$ cat src/graph_arbiter_consts.svh
`ifndef GRAPH_ARBITER_CONSTS_SVH
`define GRAPH_ARBITER_CONSTS_SVH

// Compute unit count and the width of its index
`define GA_NUM_CU 4
`define GA_CU_ID_BITS 2

// Field widths
`define GA_ADDR_BITS 32
`define GA_TAG_BITS 8
`define GA_DATA_BITS 32
`define GA_VERTEX_BITS 32
`define GA_DEGREE_BITS 32
`define GA_EDGE_BITS 32

// Buffer depths
`define GA_CMD_FIFO_DEPTH 16
`define GA_JOB_FIFO_DEPTH 8

// Almost-full when this many free entries or fewer remain
`define GA_ALFULL_MARGIN 2

`endif

$ cat src/graph_arbiter_pkg.sv
`default_nettype none

`include "graph_arbiter_consts.svh"

package graph_arbiter_pkg;

	typedef logic [`GA_CU_ID_BITS-1:0] cu_id_t;

	// Read command toward memory
	typedef struct packed {
		cu_id_t                   cu_id;
		logic [`GA_TAG_BITS-1:0]  tag;
		logic [`GA_ADDR_BITS-1:0] addr;
	} command_t;

	typedef struct packed {
		logic     valid;
		command_t payload;
	} command_line_t;

	typedef struct packed {
		logic                     valid;
		cu_id_t                   cu_id;
		logic [`GA_TAG_BITS-1:0]  tag;
		logic [`GA_DATA_BITS-1:0] data;
	} response_line_t;

	typedef struct packed {
		logic [`GA_VERTEX_BITS-1:0] vertex_id;
		logic [`GA_DEGREE_BITS-1:0] degree;
	} vertex_job_t;

	typedef struct packed {
		logic        valid;
		vertex_job_t payload;
	} vertex_line_t;

	typedef struct packed {
		logic full;
		logic alfull;
		logic empty;
	} fifo_status_t;

	// Rotating priority picks the first requester after the last winner
	// Last winner itself comes last in line
	function automatic cu_id_t rr_next(input logic [`GA_NUM_CU-1:0] requests,
		input cu_id_t last);
		cu_id_t pick;
		cu_id_t idx;
		pick = last;
		for (int k = `GA_NUM_CU; k >= 1; k--) begin
			idx = cu_id_t'((int'(last) + k) % `GA_NUM_CU);
			if (requests[idx])
				pick = idx;
		end
		return pick;
	endfunction

endpackage

`default_nettype wire

$ cat src/sync_fifo.sv
`timescale 1ns/1ps
`default_nettype none

module sync_fifo #(
	parameter int  DEPTH         = 16,
	parameter int  ALFULL_MARGIN = 2,
	parameter type entry_t       = logic [31:0]
) (
	input  wire logic                          clock,
	input  wire logic                          rstn,
	input  wire logic                          push,
	input  wire entry_t                        data_in,
	input  wire logic                          pop,
	output entry_t                             data_out,
	output graph_arbiter_pkg::fifo_status_t    status
);

	localparam int PTR_BITS   = (DEPTH > 1) ? $clog2(DEPTH) : 1;
	localparam int COUNT_BITS = $clog2(DEPTH + 1);

	entry_t                mem [DEPTH];
	logic [PTR_BITS-1:0]   rd_ptr;
	logic [PTR_BITS-1:0]   wr_ptr;
	logic [COUNT_BITS-1:0] count;
	logic                  do_push;
	logic                  do_pop;

	// Writes to a full FIFO and reads from an empty one are dropped
	assign do_push = push && !status.full;
	assign do_pop  = pop && !status.empty;

	assign status.full   = (count == COUNT_BITS'(DEPTH));
	assign status.empty  = (count == '0);
	assign status.alfull = ((COUNT_BITS'(DEPTH) - count) <= COUNT_BITS'(ALFULL_MARGIN));

	assign data_out = mem[rd_ptr];

	always_ff @(posedge clock) begin
		if (do_push)
			mem[wr_ptr] <= data_in;
	end

	always_ff @(posedge clock or negedge rstn) begin
		if (!rstn) begin
			rd_ptr <= '0;
			wr_ptr <= '0;
			count  <= '0;
		end else begin
			if (do_push)
				wr_ptr <= (wr_ptr == PTR_BITS'(DEPTH - 1)) ? '0 : wr_ptr + 1'b1;
			if (do_pop)
				rd_ptr <= (rd_ptr == PTR_BITS'(DEPTH - 1)) ? '0 : rd_ptr + 1'b1;
			case ({do_push, do_pop})
				2'b10:   count <= count + 1'b1;
				2'b01:   count <= count - 1'b1;
				default: count <= count;
			endcase
		end
	end

endmodule

`default_nettype wire

$ cat src/cu_lane.sv
`timescale 1ns/1ps
`default_nettype none

`include "graph_arbiter_consts.svh"

module cu_lane #(
	parameter int LANE_ID = 0
) (
	input  wire logic                              clock,
	input  wire logic                              rstn,
	input  wire graph_arbiter_pkg::command_line_t  command,
	output logic                                   command_ready,
	output graph_arbiter_pkg::command_line_t       slot,
	input  wire logic                              slot_take,
	input  wire logic                              job_request_in,
	output logic                                   job_request,
	input  wire graph_arbiter_pkg::response_line_t response_in,
	output graph_arbiter_pkg::response_line_t      response,
	input  wire graph_arbiter_pkg::vertex_line_t   job_in,
	output graph_arbiter_pkg::vertex_line_t        job,
	input  wire logic [`GA_VERTEX_BITS-1:0]        vertex_done_in,
	output logic [`GA_VERTEX_BITS-1:0]             vertex_done,
	input  wire logic [`GA_EDGE_BITS-1:0]          edge_done_in,
	output logic [`GA_EDGE_BITS-1:0]               edge_done
);
	import graph_arbiter_pkg::*;

	logic     slot_valid;
	command_t slot_command;

	////////////////////
	// Command slot
	////////////////////

	assign command_ready = !slot_valid;
	assign slot          = '{valid: slot_valid, payload: slot_command};

	always_ff @(posedge clock or negedge rstn) begin
		if (!rstn) begin
			slot_valid <= 1'b0;
		end else if (slot_take) begin
			slot_valid <= 1'b0;
		end else if (command.valid && !slot_valid) begin
			slot_valid <= 1'b1;
		end
	end

	// Own id stamped so the response finds the way back
	always_ff @(posedge clock) begin
		if (command.valid && !slot_valid) begin
			slot_command       <= command.payload;
			slot_command.cu_id <= cu_id_t'(LANE_ID);
		end
	end

	////////////////////
	// Registers toward the CU
	////////////////////

	always_ff @(posedge clock or negedge rstn) begin
		if (!rstn) begin
			job_request <= 1'b0;
			response    <= '0;
			job         <= '0;
			vertex_done <= '0;
			edge_done   <= '0;
		end else begin
			job_request <= job_request_in;
			response    <= response_in;
			job         <= job_in;
			vertex_done <= vertex_done_in;
			edge_done   <= edge_done_in;
		end
	end

endmodule

`default_nettype wire

$ cat src/command_arbiter.sv
`timescale 1ns/1ps
`default_nettype none

`include "graph_arbiter_consts.svh"

module command_arbiter (
	input  wire logic                             clock,
	input  wire logic                             rstn,
	input  wire logic                             enabled,
	input  wire graph_arbiter_pkg::command_line_t slots [`GA_NUM_CU],
	output logic [`GA_NUM_CU-1:0]                 slot_take,
	input  wire logic                             mem_alfull,
	input  wire logic                             mem_command_grant,
	output logic                                  mem_command_request,
	output graph_arbiter_pkg::command_line_t      mem_command
);
	import graph_arbiter_pkg::*;

	logic [`GA_NUM_CU-1:0] slot_valid;
	cu_id_t                last_winner;
	cu_id_t                winner;
	logic                  pick;
	logic                  pop;
	command_t              head;
	fifo_status_t          status;

	////////////////////
	// Round-robin pick
	////////////////////

	always_comb begin
		for (int i = 0; i < `GA_NUM_CU; i++) begin
			slot_valid[i] = slots[i].valid;
		end
	end

	assign winner = rr_next(slot_valid, last_winner);

	// Stop taking slots once the burst FIFO is nearly full
	assign pick = enabled && !status.alfull && (|slot_valid);

	always_comb begin
		slot_take = '0;
		if (pick)
			slot_take[winner] = 1'b1;
	end

	always_ff @(posedge clock or negedge rstn) begin
		if (!rstn) begin
			last_winner <= cu_id_t'(`GA_NUM_CU - 1);
		end else if (pick) begin
			last_winner <= winner;
		end
	end

	////////////////////
	// Burst command FIFO
	////////////////////

	sync_fifo #(
		.DEPTH        (`GA_CMD_FIFO_DEPTH),
		.ALFULL_MARGIN(`GA_ALFULL_MARGIN ),
		.entry_t      (command_t         )
	) command_fifo (
		.clock   (clock                ),
		.rstn    (rstn                 ),
		.push    (pick                 ),
		.data_in (slots[winner].payload),
		.pop     (pop                  ),
		.data_out(head                 ),
		.status  (status               )
	);

	// Memory bus request and grant
	assign pop = mem_command_grant && !mem_alfull && !status.empty;

	always_ff @(posedge clock or negedge rstn) begin
		if (!rstn) begin
			mem_command_request <= 1'b0;
			mem_command         <= '0;
		end else begin
			mem_command_request <= !status.empty && !mem_alfull;
			mem_command.valid   <= pop;
			if (pop)
				mem_command.payload <= head;
		end
	end

endmodule

`default_nettype wire

$ cat src/cu_dispatch.sv
`timescale 1ns/1ps
`default_nettype none

`include "graph_arbiter_consts.svh"

module cu_dispatch (
	input  wire logic                              clock,
	input  wire logic                              rstn,
	input  wire logic                              enabled,
	input  wire graph_arbiter_pkg::response_line_t response,
	output graph_arbiter_pkg::response_line_t      lane_response [`GA_NUM_CU],
	input  wire graph_arbiter_pkg::vertex_line_t   vertex_job,
	output logic                                   vertex_job_request,
	input  wire logic [`GA_NUM_CU-1:0]             lane_job_request,
	output graph_arbiter_pkg::vertex_line_t        lane_job [`GA_NUM_CU]
);
	import graph_arbiter_pkg::*;

	vertex_job_t  head;
	fifo_status_t status;
	cu_id_t       last_lane;
	cu_id_t       next_lane;
	logic         hand_out;

	////////////////////
	// Response routing
	////////////////////

	always_ff @(posedge clock or negedge rstn) begin
		if (!rstn) begin
			for (int i = 0; i < `GA_NUM_CU; i++) begin
				lane_response[i] <= '0;
			end
		end else begin
			for (int i = 0; i < `GA_NUM_CU; i++) begin
				lane_response[i]       <= response;
				lane_response[i].valid <= response.valid && (response.cu_id == cu_id_t'(i));
			end
		end
	end

	////////////////////
	// Vertex job buffer
	////////////////////

	sync_fifo #(
		.DEPTH        (`GA_JOB_FIFO_DEPTH),
		.ALFULL_MARGIN(`GA_ALFULL_MARGIN ),
		.entry_t      (vertex_job_t      )
	) job_fifo (
		.clock   (clock             ),
		.rstn    (rstn              ),
		.push    (vertex_job.valid  ),
		.data_in (vertex_job.payload),
		.pop     (hand_out          ),
		.data_out(head              ),
		.status  (status            )
	);

	// Head job goes to the next requesting lane
	assign next_lane = rr_next(lane_job_request, last_lane);
	assign hand_out  = enabled && !status.empty && (|lane_job_request);

	always_ff @(posedge clock or negedge rstn) begin
		if (!rstn) begin
			vertex_job_request <= 1'b0;
			last_lane          <= cu_id_t'(`GA_NUM_CU - 1);
			for (int i = 0; i < `GA_NUM_CU; i++) begin
				lane_job[i] <= '0;
			end
		end else begin
			vertex_job_request <= !status.alfull;
			if (hand_out)
				last_lane <= next_lane;
			for (int i = 0; i < `GA_NUM_CU; i++) begin
				lane_job[i].valid   <= hand_out && (next_lane == cu_id_t'(i));
				lane_job[i].payload <= head;
			end
		end
	end

endmodule

`default_nettype wire

$ cat src/done_reduce.sv
`timescale 1ns/1ps
`default_nettype none

`include "graph_arbiter_consts.svh"

module done_reduce (
	input  wire logic                       clock,
	input  wire logic                       rstn,
	input  wire logic [`GA_VERTEX_BITS-1:0] vertex_done [`GA_NUM_CU],
	input  wire logic [`GA_EDGE_BITS-1:0]   edge_done [`GA_NUM_CU],
	output logic [`GA_VERTEX_BITS-1:0]      vertex_done_total,
	output logic [`GA_EDGE_BITS-1:0]        edge_done_total
);

	logic [`GA_VERTEX_BITS-1:0] vertex_sum;
	logic [`GA_EDGE_BITS-1:0]   edge_sum;

	// Sums wrap at the counter width
	always_comb begin
		vertex_sum = '0;
		edge_sum   = '0;
		for (int i = 0; i < `GA_NUM_CU; i++) begin
			vertex_sum = vertex_sum + vertex_done[i];
			edge_sum   = edge_sum + edge_done[i];
		end
	end

	always_ff @(posedge clock or negedge rstn) begin
		if (!rstn) begin
			vertex_done_total <= '0;
			edge_done_total   <= '0;
		end else begin
			vertex_done_total <= vertex_sum;
			edge_done_total   <= edge_sum;
		end
	end

endmodule

`default_nettype wire

$ cat src/graph_arbiter.sv
`timescale 1ns/1ps
`default_nettype none

`include "graph_arbiter_consts.svh"

module graph_arbiter (
	input  wire logic                              clock,
	input  wire logic                              rstn,
	input  wire logic                              enabled,
	input  wire graph_arbiter_pkg::command_line_t  cu_command [`GA_NUM_CU],
	output logic [`GA_NUM_CU-1:0]                  cu_command_ready,
	input  wire logic [`GA_NUM_CU-1:0]             cu_job_request,
	output graph_arbiter_pkg::response_line_t      cu_response [`GA_NUM_CU],
	output graph_arbiter_pkg::vertex_line_t        cu_job [`GA_NUM_CU],
	input  wire logic [`GA_VERTEX_BITS-1:0]        cu_vertex_done [`GA_NUM_CU],
	input  wire logic [`GA_EDGE_BITS-1:0]          cu_edge_done [`GA_NUM_CU],
	output logic                                   mem_command_request,
	input  wire logic                              mem_command_grant,
	input  wire logic                              mem_alfull,
	output graph_arbiter_pkg::command_line_t       mem_command,
	input  wire graph_arbiter_pkg::response_line_t response,
	input  wire graph_arbiter_pkg::vertex_line_t   vertex_job,
	output logic                                   vertex_job_request,
	output logic [`GA_VERTEX_BITS-1:0]             vertex_done_total,
	output logic [`GA_EDGE_BITS-1:0]               edge_done_total
);
	import graph_arbiter_pkg::*;

	command_line_t              slots [`GA_NUM_CU];
	logic [`GA_NUM_CU-1:0]      slot_take;
	response_line_t             lane_response [`GA_NUM_CU];
	vertex_line_t               lane_job [`GA_NUM_CU];
	logic [`GA_NUM_CU-1:0]      lane_job_request;
	logic [`GA_VERTEX_BITS-1:0] lane_vertex_done [`GA_NUM_CU];
	logic [`GA_EDGE_BITS-1:0]   lane_edge_done [`GA_NUM_CU];

	cu_dispatch dispatch (
		.clock             (clock             ),
		.rstn              (rstn              ),
		.enabled           (enabled           ),
		.response          (response          ),
		.lane_response     (lane_response     ),
		.vertex_job        (vertex_job        ),
		.vertex_job_request(vertex_job_request),
		.lane_job_request  (lane_job_request  ),
		.lane_job          (lane_job          )
	);

	////////////////////
	// One lane per CU
	////////////////////

	genvar i;
	generate
		for (i = 0; i < `GA_NUM_CU; i++) begin : gen_lane
			cu_lane #(
				.LANE_ID(i)
			) lane (
				.clock         (clock              ),
				.rstn          (rstn               ),
				.command       (cu_command[i]      ),
				.command_ready (cu_command_ready[i]),
				.slot          (slots[i]           ),
				.slot_take     (slot_take[i]       ),
				.job_request_in(cu_job_request[i]  ),
				.job_request   (lane_job_request[i]),
				.response_in   (lane_response[i]   ),
				.response      (cu_response[i]     ),
				.job_in        (lane_job[i]        ),
				.job           (cu_job[i]          ),
				.vertex_done_in(cu_vertex_done[i]  ),
				.vertex_done   (lane_vertex_done[i]),
				.edge_done_in  (cu_edge_done[i]    ),
				.edge_done     (lane_edge_done[i]  )
			);
		end
	endgenerate

	command_arbiter arbiter (
		.clock              (clock              ),
		.rstn               (rstn               ),
		.enabled            (enabled            ),
		.slots              (slots              ),
		.slot_take          (slot_take          ),
		.mem_alfull         (mem_alfull         ),
		.mem_command_grant  (mem_command_grant  ),
		.mem_command_request(mem_command_request),
		.mem_command        (mem_command        )
	);

	done_reduce reduce (
		.clock            (clock            ),
		.rstn             (rstn             ),
		.vertex_done      (lane_vertex_done ),
		.edge_done        (lane_edge_done   ),
		.vertex_done_total(vertex_done_total),
		.edge_done_total  (edge_done_total  )
	);

endmodule

`default_nettype wire

$ cat config.mk
export PLATFORM = sky130hd
export DESIGN_NAME = graph_arbiter
export DESIGN_NICKNAME = d
export VERILOG_FILES = /design/src/graph_arbiter_pkg.sv /design/src/sync_fifo.sv /design/src/cu_lane.sv /design/src/command_arbiter.sv /design/src/cu_dispatch.sv /design/src/done_reduce.sv /design/src/graph_arbiter.sv
export VERILOG_INCLUDE_DIRS = /design/src
export SDC_FILE = /design/constraint.sdc
export NUM_CORES = 2
export LEC_CHECK = 0
export ABC_CLOCK_PERIOD_IN_PS = 9560
export BUFFER_PORTS_ARGS = -buffer_cell sky130_fd_sc_hd__buf_2
export CORE_AREA = 8 8 418 420
export CTS_CLUSTER_SIZE = 25
export DETAILED_ROUTE_END_ITERATION = 16
export DIE_AREA = 0 0 426 428
export GPL_TIMING_DRIVEN = 0
export PLACE_DENSITY = 0.66
export SLEW_MARGIN = 20
export SYNTH_ARGS = -nofsm -noshare
export SYNTH_HDL_FRONTEND = slang
export SYNTH_SLANG_ARGS = --single-unit
$ cat constraint.sdc
create_clock -name clock -period 9.56 [get_ports clock]
set_input_delay 0.478 -clock clock [delete_from_list [all_inputs] [get_ports clock]]
set_output_delay 0.478 -clock clock [all_outputs]
set_load 0.1 [all_outputs]
Word level (Yosys, flattened, before mapping). Memories as Yosys holds them, arrays and structs flattened. A register that Yosys moved wholly into a read port is not among the register bits. Cells that the tools add are included.

Add/sub/neg operators: 24. Order comparisons: 13. Equality and inequality tests: 16. Multiplexer cells: 48. Bitwise operators: 1. Reductions and logical operators: 49.

Operators by type and width (count): 32-bit adder (6); 43-bit binary-select mux with 2-bit select (1); 42-bit 2-to-1 mux (2); 2-bit by 3-bit less-than comparator with 1-bit output (second input constant) (9); 1-bit logical AND (24); 1-bit 2-to-1 mux (21); 1-bit binary-select mux with 2-bit select (8); 2-bit 2-to-1 mux (8); 1-bit logical NOT (13); 4-bit by 1-bit adder with 4-bit output (second input constant) (3); 2-bit == test (second input constant) (6); 4-bit == test (second input constant) (3); 4-bit 2-to-1 mux (3); 2-bit nonzero test (6); 5-bit case mux with 2 select lines (1); 2-bit by 1-bit adder with 2-bit output (second input constant) (4); 2-bit adder (second input constant) (4); 2-bit by 1-bit == test with 1-bit output (second input constant) (4); 4-bit case mux with 2 select lines (1); 4-bit OR reduction (2); 3-bit by 1-bit adder with 3-bit output (second input constant) (2); 3-bit == test (second input constant) (2); 3-bit 2-to-1 mux (2); 5-bit by 1-bit adder with 5-bit output (second input constant) (1); other kinds (14) (15).

Bits in registers: 682. Bits in writable memories: 1184. Input port bits: 545. Output and inout port bits: 545. Word-level logic and storage cells: 214. Memories kept: 2.

Memory list: arbiter.command_fifo.mem (depth 16, bits a word 42, rd ports 1, clocked after Yosys merged registers in 1, wr ports 1, RTL line sync_fifo.sv:21) `entry_t mem [DEPTH];`; dispatch.job_fifo.mem (depth 8, bits a word 64, rd ports 1, clocked after Yosys merged registers in 1, wr ports 1, RTL line sync_fifo.sv:21).

Depth between registers and ports, before layout.
Depth in word-level cells: 13. Gate-level depth with buffers: 19. Gate-level depth less buffers: 16.

By module. From an unflattened synthesis, not the netlist that was laid out.

Cell total of the unflattened synthesis: 4537. Area total of the unflattened synthesis: 85876.1 µm².

Modules (own cells, without submodules): sync_fifo at arbiter.command_fifo (instances 1, cells an instance 1238, area an instance 26715.6 µm², sequential area each 20504.7 µm²); sync_fifo at dispatch.job_fifo (instances 1, cells an instance 808, area an instance 19869.1 µm², sequential area each 15625.0 µm²); cu_lane at gen_lane[1].lane ... (instances 2, cells an instance 222, area an instance 5605.4 µm², sequential area each 5555.3 µm²); cu_lane at gen_lane[0].lane ... (instances 2, cells an instance 221, area an instance 5601.6 µm², sequential area each 5555.3 µm²); done_reduce (instances 1, cells an instance 969, area an instance 8483.1 µm², sequential area each 1601.5 µm²); cu_dispatch (instances 1, cells an instance 465, area an instance 5514.0 µm², sequential area each 2930.3 µm²); command_arbiter (instances 1, cells an instance 171, area an instance 2880.3 µm², sequential area each 1153.6 µm²).

Least setup slack after synthesis. No wires, ideal clock.

Path type: register to register. Start: register arbiter.command_fifo.count[1]. End: memory arbiter.command_fifo.mem[3][0] (netlist bit), enable pin. Setup time: 546 ps. Arrival time: 5939 ps. Required time: 9014 ps. Setup slack: 3075 ps. Cell stages (with the launch flop): 11. Path buffers: 2. Period minus slack after synthesis: 6485 ps. Cells stage by stage: dfrtp_1 buf_2 inv_1 ha_1 nor3b_1 ha_1 a31oi_2 nor2b_1 buf_2 inv_1 nor4_1.

Cells in the longest elaborated chain, start to end: 8. Elaborated cells between the ends (all ways): 10. Classes of those cells: add/sub: 1; order compare: 1; eq/ne: 1; mux: 2; reduce/logical: 5.

Ends and longest elaborated chain: start, declared (RTL line sync_fifo.sv:24) `logic [COUNT_BITS-1:0] count;`; start signal, assigned (RTL line sync_fifo.sv:54) `2'b10: count <= count + 1'b1;`; start signal, assigned (RTL line sync_fifo.sv:55) `2'b01: count <= count - 1'b1;`; start signal, assigned (RTL line sync_fifo.sv:56) `default: count <= count;`; 5-bit subtractor (RTL line sync_fifo.sv:34) `assign status.alfull = ((COUNT_BITS'(DEPTH) - count) <= COUNT_BITS'(ALFULL_MARGIN));`; 5-bit by 2-bit less-or-equal comparator with 1-bit output (RTL line sync_fifo.sv:34); 1-bit logical NOT (RTL line command_arbiter.sv:40) `assign pick = enabled && !status.alfull && (|slot_valid);`; 1-bit logical AND (2 in a row) (RTL line command_arbiter.sv:40); 1-bit logical AND (*) (RTL line sync_fifo.sv:29) `assign do_push = push && !status.full;`; 1-bit 2-to-1 mux (*) (RTL line sync_fifo.sv:39) `if (do_push)`; 1-bit 2-to-1 mux (implied by the code) (*) (RTL line sync_fifo.sv:40) `mem[wr_ptr] <= data_in;`; end, declared (RTL line sync_fifo.sv:21).

Every way passes the cells marked *; elsewhere a longest branch is shown, timed or not.

Worst setup path after layout.
Start: register arbiter.command_fifo.count[1]. End: register arbiter.command_fifo.count[4].

Elaborated cells between the ends (all ways): 18. Classes of those cells: add/sub: 3; order compare: 1; eq/ne: 3; mux: 1; reduce/logical: 10.

RTL lines: 5-bit logical NOT (*) (RTL line sync_fifo.sv:33) `assign status.empty = (count == '0);`; 1-bit logical NOT (*) (RTL line sync_fifo.sv:30, command_arbiter.sv:75); 1-bit logical AND (RTL line command_arbiter.sv:75) `assign pop = mem_command_grant && !mem_alfull && !status.empty;`; 1-bit logical AND (*) (RTL line sync_fifo.sv:30) `assign do_pop = pop && !status.empty;`; net arbiter.command_fifo.do_pop (RTL line sync_fifo.sv:26) `logic do_pop;`; 2-bit by 1-bit == test with 1-bit output / 2-bit == test (equally long branches) (RTL line sync_fifo.sv:53) `case ({do_push, do_pop})`; 5-bit case mux with 2 select lines / 2-bit nonzero test (equally long branches).

The timed path passes the listed nets; every way through them passes the cells marked *. A chain may end at the register's enable or synchronous reset.

==> results_dict.tcl <==
set metrics [dict create \
    post_synth_and_or_nand_nor_area_fraction 0.01982 \
    period_minus_slack_ns 5.462 \
    crit_path_top_delay_cell "sky130_fd_sc_hd__clkbuf_1" \
    cellPowerDensity_mw_per_mm2 373.7 \
    critical_path.startpoint_type "flip-flop" \
    placed_cells 7601 \
    netlist_instances 4146 \
    syn_to_final_growth_pct 30.14 \
    post-dp-hpwl_mm 158.5 \
    worst-setup-path-type "flip-flop to flip-flop" \
    ys.warnings.count 0 \
    kind_of_end_point_of_the_critical_path "flip-flop" \
    portBuffers 1081 \
    report.final.setup_viol 0 \
    cp.required_ns 10.29 \
    globalRouteOverflowTotal 0 \
    tritoncts.num_buffers 198 \
    tritoncts "built" \
    post_layout_nonfiller_instances 8559 \
    ys.flop_type "sky130_fd_sc_hd__edfxtp_1" \
    vdd_ir_drop_max_mv 0.5412 \
    most-common-layout-cells "sky130_fd_sc_hd__edfxtp_1 (1344), sky130_fd_sc_hd__buf_2 (1134), sky130_fd_sc_hd__dfrtp_1 (624)" \
    avg_cell_area_syn_um2 18.59 \
    effective_utilization_at_floorplan 0.4584 \
    htreeDepth 4 \
    critPathTopFamily "buffers and inverters" \
    boundaryPins 1090 \
    worst_slew_pin_slew_ns 1.161 \
    hold_viol 0 \
    power.leakage_nw 39.96 \
    synth_xor_xnor_area_share 0.008976 \
    slew_viol_final 0 \
    clock-root-buffer "sky130_fd_sc_hd__clkbuf_16" \
    clock_path_buffers 3 \
    clkLatencyLatePin_ns 0.85 \
    global_route.usage.total 0.2430 \
    gpl.final_weighted_congestion 0.9085 \
    cp_max_fo 12 \
    total_nets_after_synthesis 4900 \
    number_of_global_route_vias_before_repair 47360 \
    synthAdderAreaFrac 0.04610 \
    route.vias.total 44580 \
    final_layout_size_suffix_gt1_frac 0.3880 \
    cts.repair_timing.setup_buffer_count 0 \
    synth_async_sr_flop_share 0.3185 \
    final_nets 6872 \
    synth-edff-count 1344 \
    cts_hold_repair_buffers 534 \
    dp_worst_setup_slack_ns 4.274 \
    grt_antenna_before_repair 66 \
    wp_buf_inv 5 \
    post-route-drc-count 0 \
    fin_worst_skew_ns 0.03291 \
    synth-compound-area-share 0.02638 \
    drt-initial-drc-count 4091 \
    totalWireLength_mm 225.6 \
    postRouteAntennaNets 0 \
    post-route-period-util 0.5714 \
    synth-seq-cells 1972 \
    routed_wire_length_per_instance_um 26.36 \
    avgViaCountPerCell 5.209 \
    design.die.area_mm2 0.1823 \
    synth-seq-area-share 0.7275 \
    floorplan.die.height_um 428 \
    slew_headroom 0.2260 \
    row_count 151 \
    final.setup.worst_slack_ns 4.098 \
    maxClockFrequency_ghz 0.1831 \
    drt_pre_antenna_iters 6 \
    muxShareOfSynthArea 0.1151 \
    total_power_mw 37.49 \
    cts_num_sinks 1972 \
    largest_family_of_logic_cells_by_synthesized_area "multiplexers" \
    coreArea_mm2 0.1681 \
    grt_first_pass_wirelength_mm 322.9 \
    critical_path_data_arrival_time_ns 6.19 \
    ctsResizeCount 0 \
    syn-cell-area_mm2 0.07708 \
    layout_commonest_cell "sky130_fd_sc_hd__edfxtp_1" \
    die-width_um 426 \
    critical-path-top-cell-by-count "sky130_fd_sc_hd__ha_1" \
    max_cap_violations 0 \
    max_stage_delay_ns 0.92 \
    grt_setup_unrepaired "no" \
    hold_path.class "input port to flip-flop" \
    crit_path_cell_trace "buf_2 > inv_1 > ha_1 > nor3b_1 > ha_1 > nor2_1 > and2_1 > clkbuf_1 > buf_1 > clkbuf_1 > ha_1 > xor2_1 > ha_1 > o21ai_0 > a21oi_1 > a21oi_1 > xnor2_1 > nor2_1 > xnor2_1" \
    cell_variety_after_synth 66 \
    fin_setup_tns_ns 0 \
    pin_count_of_the_biggest_net_entering_global_routing 103 \
    status "finished, final reports clean" \
    clk_transition_reported_paths_ns 0.06 \
]
## worst register-to-register path, stage by stage, from the launching register on
cell and delay (ns):
sky130_fd_sc_hd__dfrtp_1 0.34, sky130_fd_sc_hd__buf_2 0.19, sky130_fd_sc_hd__inv_1 0.06, sky130_fd_sc_hd__ha_1 0.20
sky130_fd_sc_hd__nor3b_1 0.16, sky130_fd_sc_hd__ha_1 0.27, sky130_fd_sc_hd__nor2_1 0.24, sky130_fd_sc_hd__and2_1 0.21
sky130_fd_sc_hd__clkbuf_1 0.64, sky130_fd_sc_hd__buf_1 0.57, sky130_fd_sc_hd__clkbuf_1 0.92, sky130_fd_sc_hd__ha_1 0.48
sky130_fd_sc_hd__xor2_1 0.11, sky130_fd_sc_hd__ha_1 0.21, sky130_fd_sc_hd__o21ai_0 0.16, sky130_fd_sc_hd__a21oi_1 0.09
sky130_fd_sc_hd__a21oi_1 0.18, sky130_fd_sc_hd__xnor2_1 0.14, sky130_fd_sc_hd__nor2_1 0.07, sky130_fd_sc_hd__xnor2_1 0.13
## final cells by class
cell class	instances	area [µm²]
Fill cell	12080	67830
Sequential cell	1972	56080
Multi-Input combinational cell	1372	17120
Timing Repair Buffer	1772	12940
Clock buffer	285	5645
Buffer	453	3025
Tap cell	2218	2775
Inverter	349	1310
Clock inverter	89	1297
Antenna cell	49	122.6
## layer usage
metal | global-route usage | routed length [µm]
met5 | 0 | 181
met4 | 0.09521 | 8955
met3 | 0.06669 | 18720
met2 | 0.4020 | 111600
met1 | 0.3057 | 86190
## final timing paths
check                                              start                          endpoint  slack [ns]  cells past startpoint
setup / recovery           arbiter.command_fifo.count[1]     arbiter.command_fifo.count[4]        4.10                     19
min in group asynchronous                           rstn           arbiter.mem_command[36]        0.17                      2
hold / removal                                   enabled            arbiter.last_winner[0]        0.16                      5
max in group asynchronous                           rstn  gen_lane[0].lane.vertex_done[23]        7.67                      5
setup reg to reg           arbiter.command_fifo.count[1]     arbiter.command_fifo.count[4]        4.10                     19
hold reg to reg                   dispatch.lane_job[214]          gen_lane[3].lane.job[19]        0.34                      0
## sequential cells by signal (all words and copies together) (netlist names)
name                         cells
gen_lane.lane.job               68
arbiter.mem_command             43
reduce.edge_done_total          32
reduce.vertex_done_total        32
dispatch.job_fifo.wr_ptr         3
arbiter.command_fifo.rd_ptr      4
arbiter.mem_command_request      1
dispatch.last_lane               2
gen_lane.lane.slot_valid         4
gen_lane.lane.response          46
dispatch.job_fifo.count          4
dispatch.lane_response          46
arbiter.command_fifo.count       5
gen_lane.lane.edge_done        128
dispatch.lane_job               68
gen_lane.lane.slot             160
gen_lane.lane.vertex_done      128
dispatch.job_fifo.rd_ptr         3
arbiter.command_fifo.wr_ptr      4
gen_lane.lane.job_request        4
arbiter.command_fifo.mem       672
dispatch.vertex_job_request      1
arbiter.last_winner              2
dispatch.job_fifo.mem          512
## through the flow
step                instance area, µm²    util  hold slack [ns]
finish                          100300  0.5966           0.1612
global route                    100300  0.5964           0.1454
CTS                             100100  0.5955          0.07133
detailed placement               87850  0.5225           0.3347
global placement                 85270  0.5071           0.3318
floorplan                        77080       -           0.1824
## synthesized netlist by cell type, drive strengths merged, types with 3 or more instances
master,number,area (µm²)
o21bai,13,97.59
nor3,16,80.08
nor3b,3,22.52
buf,380,2741
nand2b,11,68.82
mux4,338,7612
o22ai,3,18.77
a21oi,71,366.6
nor2b,14,87.58
dfstp,4,105.1
ha,84,1051
o21a,4,30.03
nor4,6,37.54
a21o,35,262.8
o21ai,51,259.0
a211oi,47,357.8
nor2,52,195.2
nand3,20,100.1
nand2,139,521.8
xnor2,57,499.2
a31oi,48,321.6
o211ai,3,22.52
fa,125,2502
inv,349,1310
o31ai,7,57.55
and3,7,43.79
edfxtp,1344,40360
mux2,110,1239
and2,43,269.0
a22oi,3,22.52
clkbuf,73,274.0
xor2,22,192.7
dfrtp,624,15610
nand4,6,37.54
## cells by family after synthesis
group | after synthesis
xor+xnor | 79
buf+inv | 802
mux | 450
flops | 1972
compound gates | 308
simple gates | 326
fa+ha+maj | 209
## power breakdown
part           internal, mW  leakage (nW)  switching, mW
Sequential             11.9          19.5          0.725
Clock                  4.80          3.36           3.41
Combinational          4.42          17.1           12.3
Note: power is estimated with default switching activity, not from simulation.
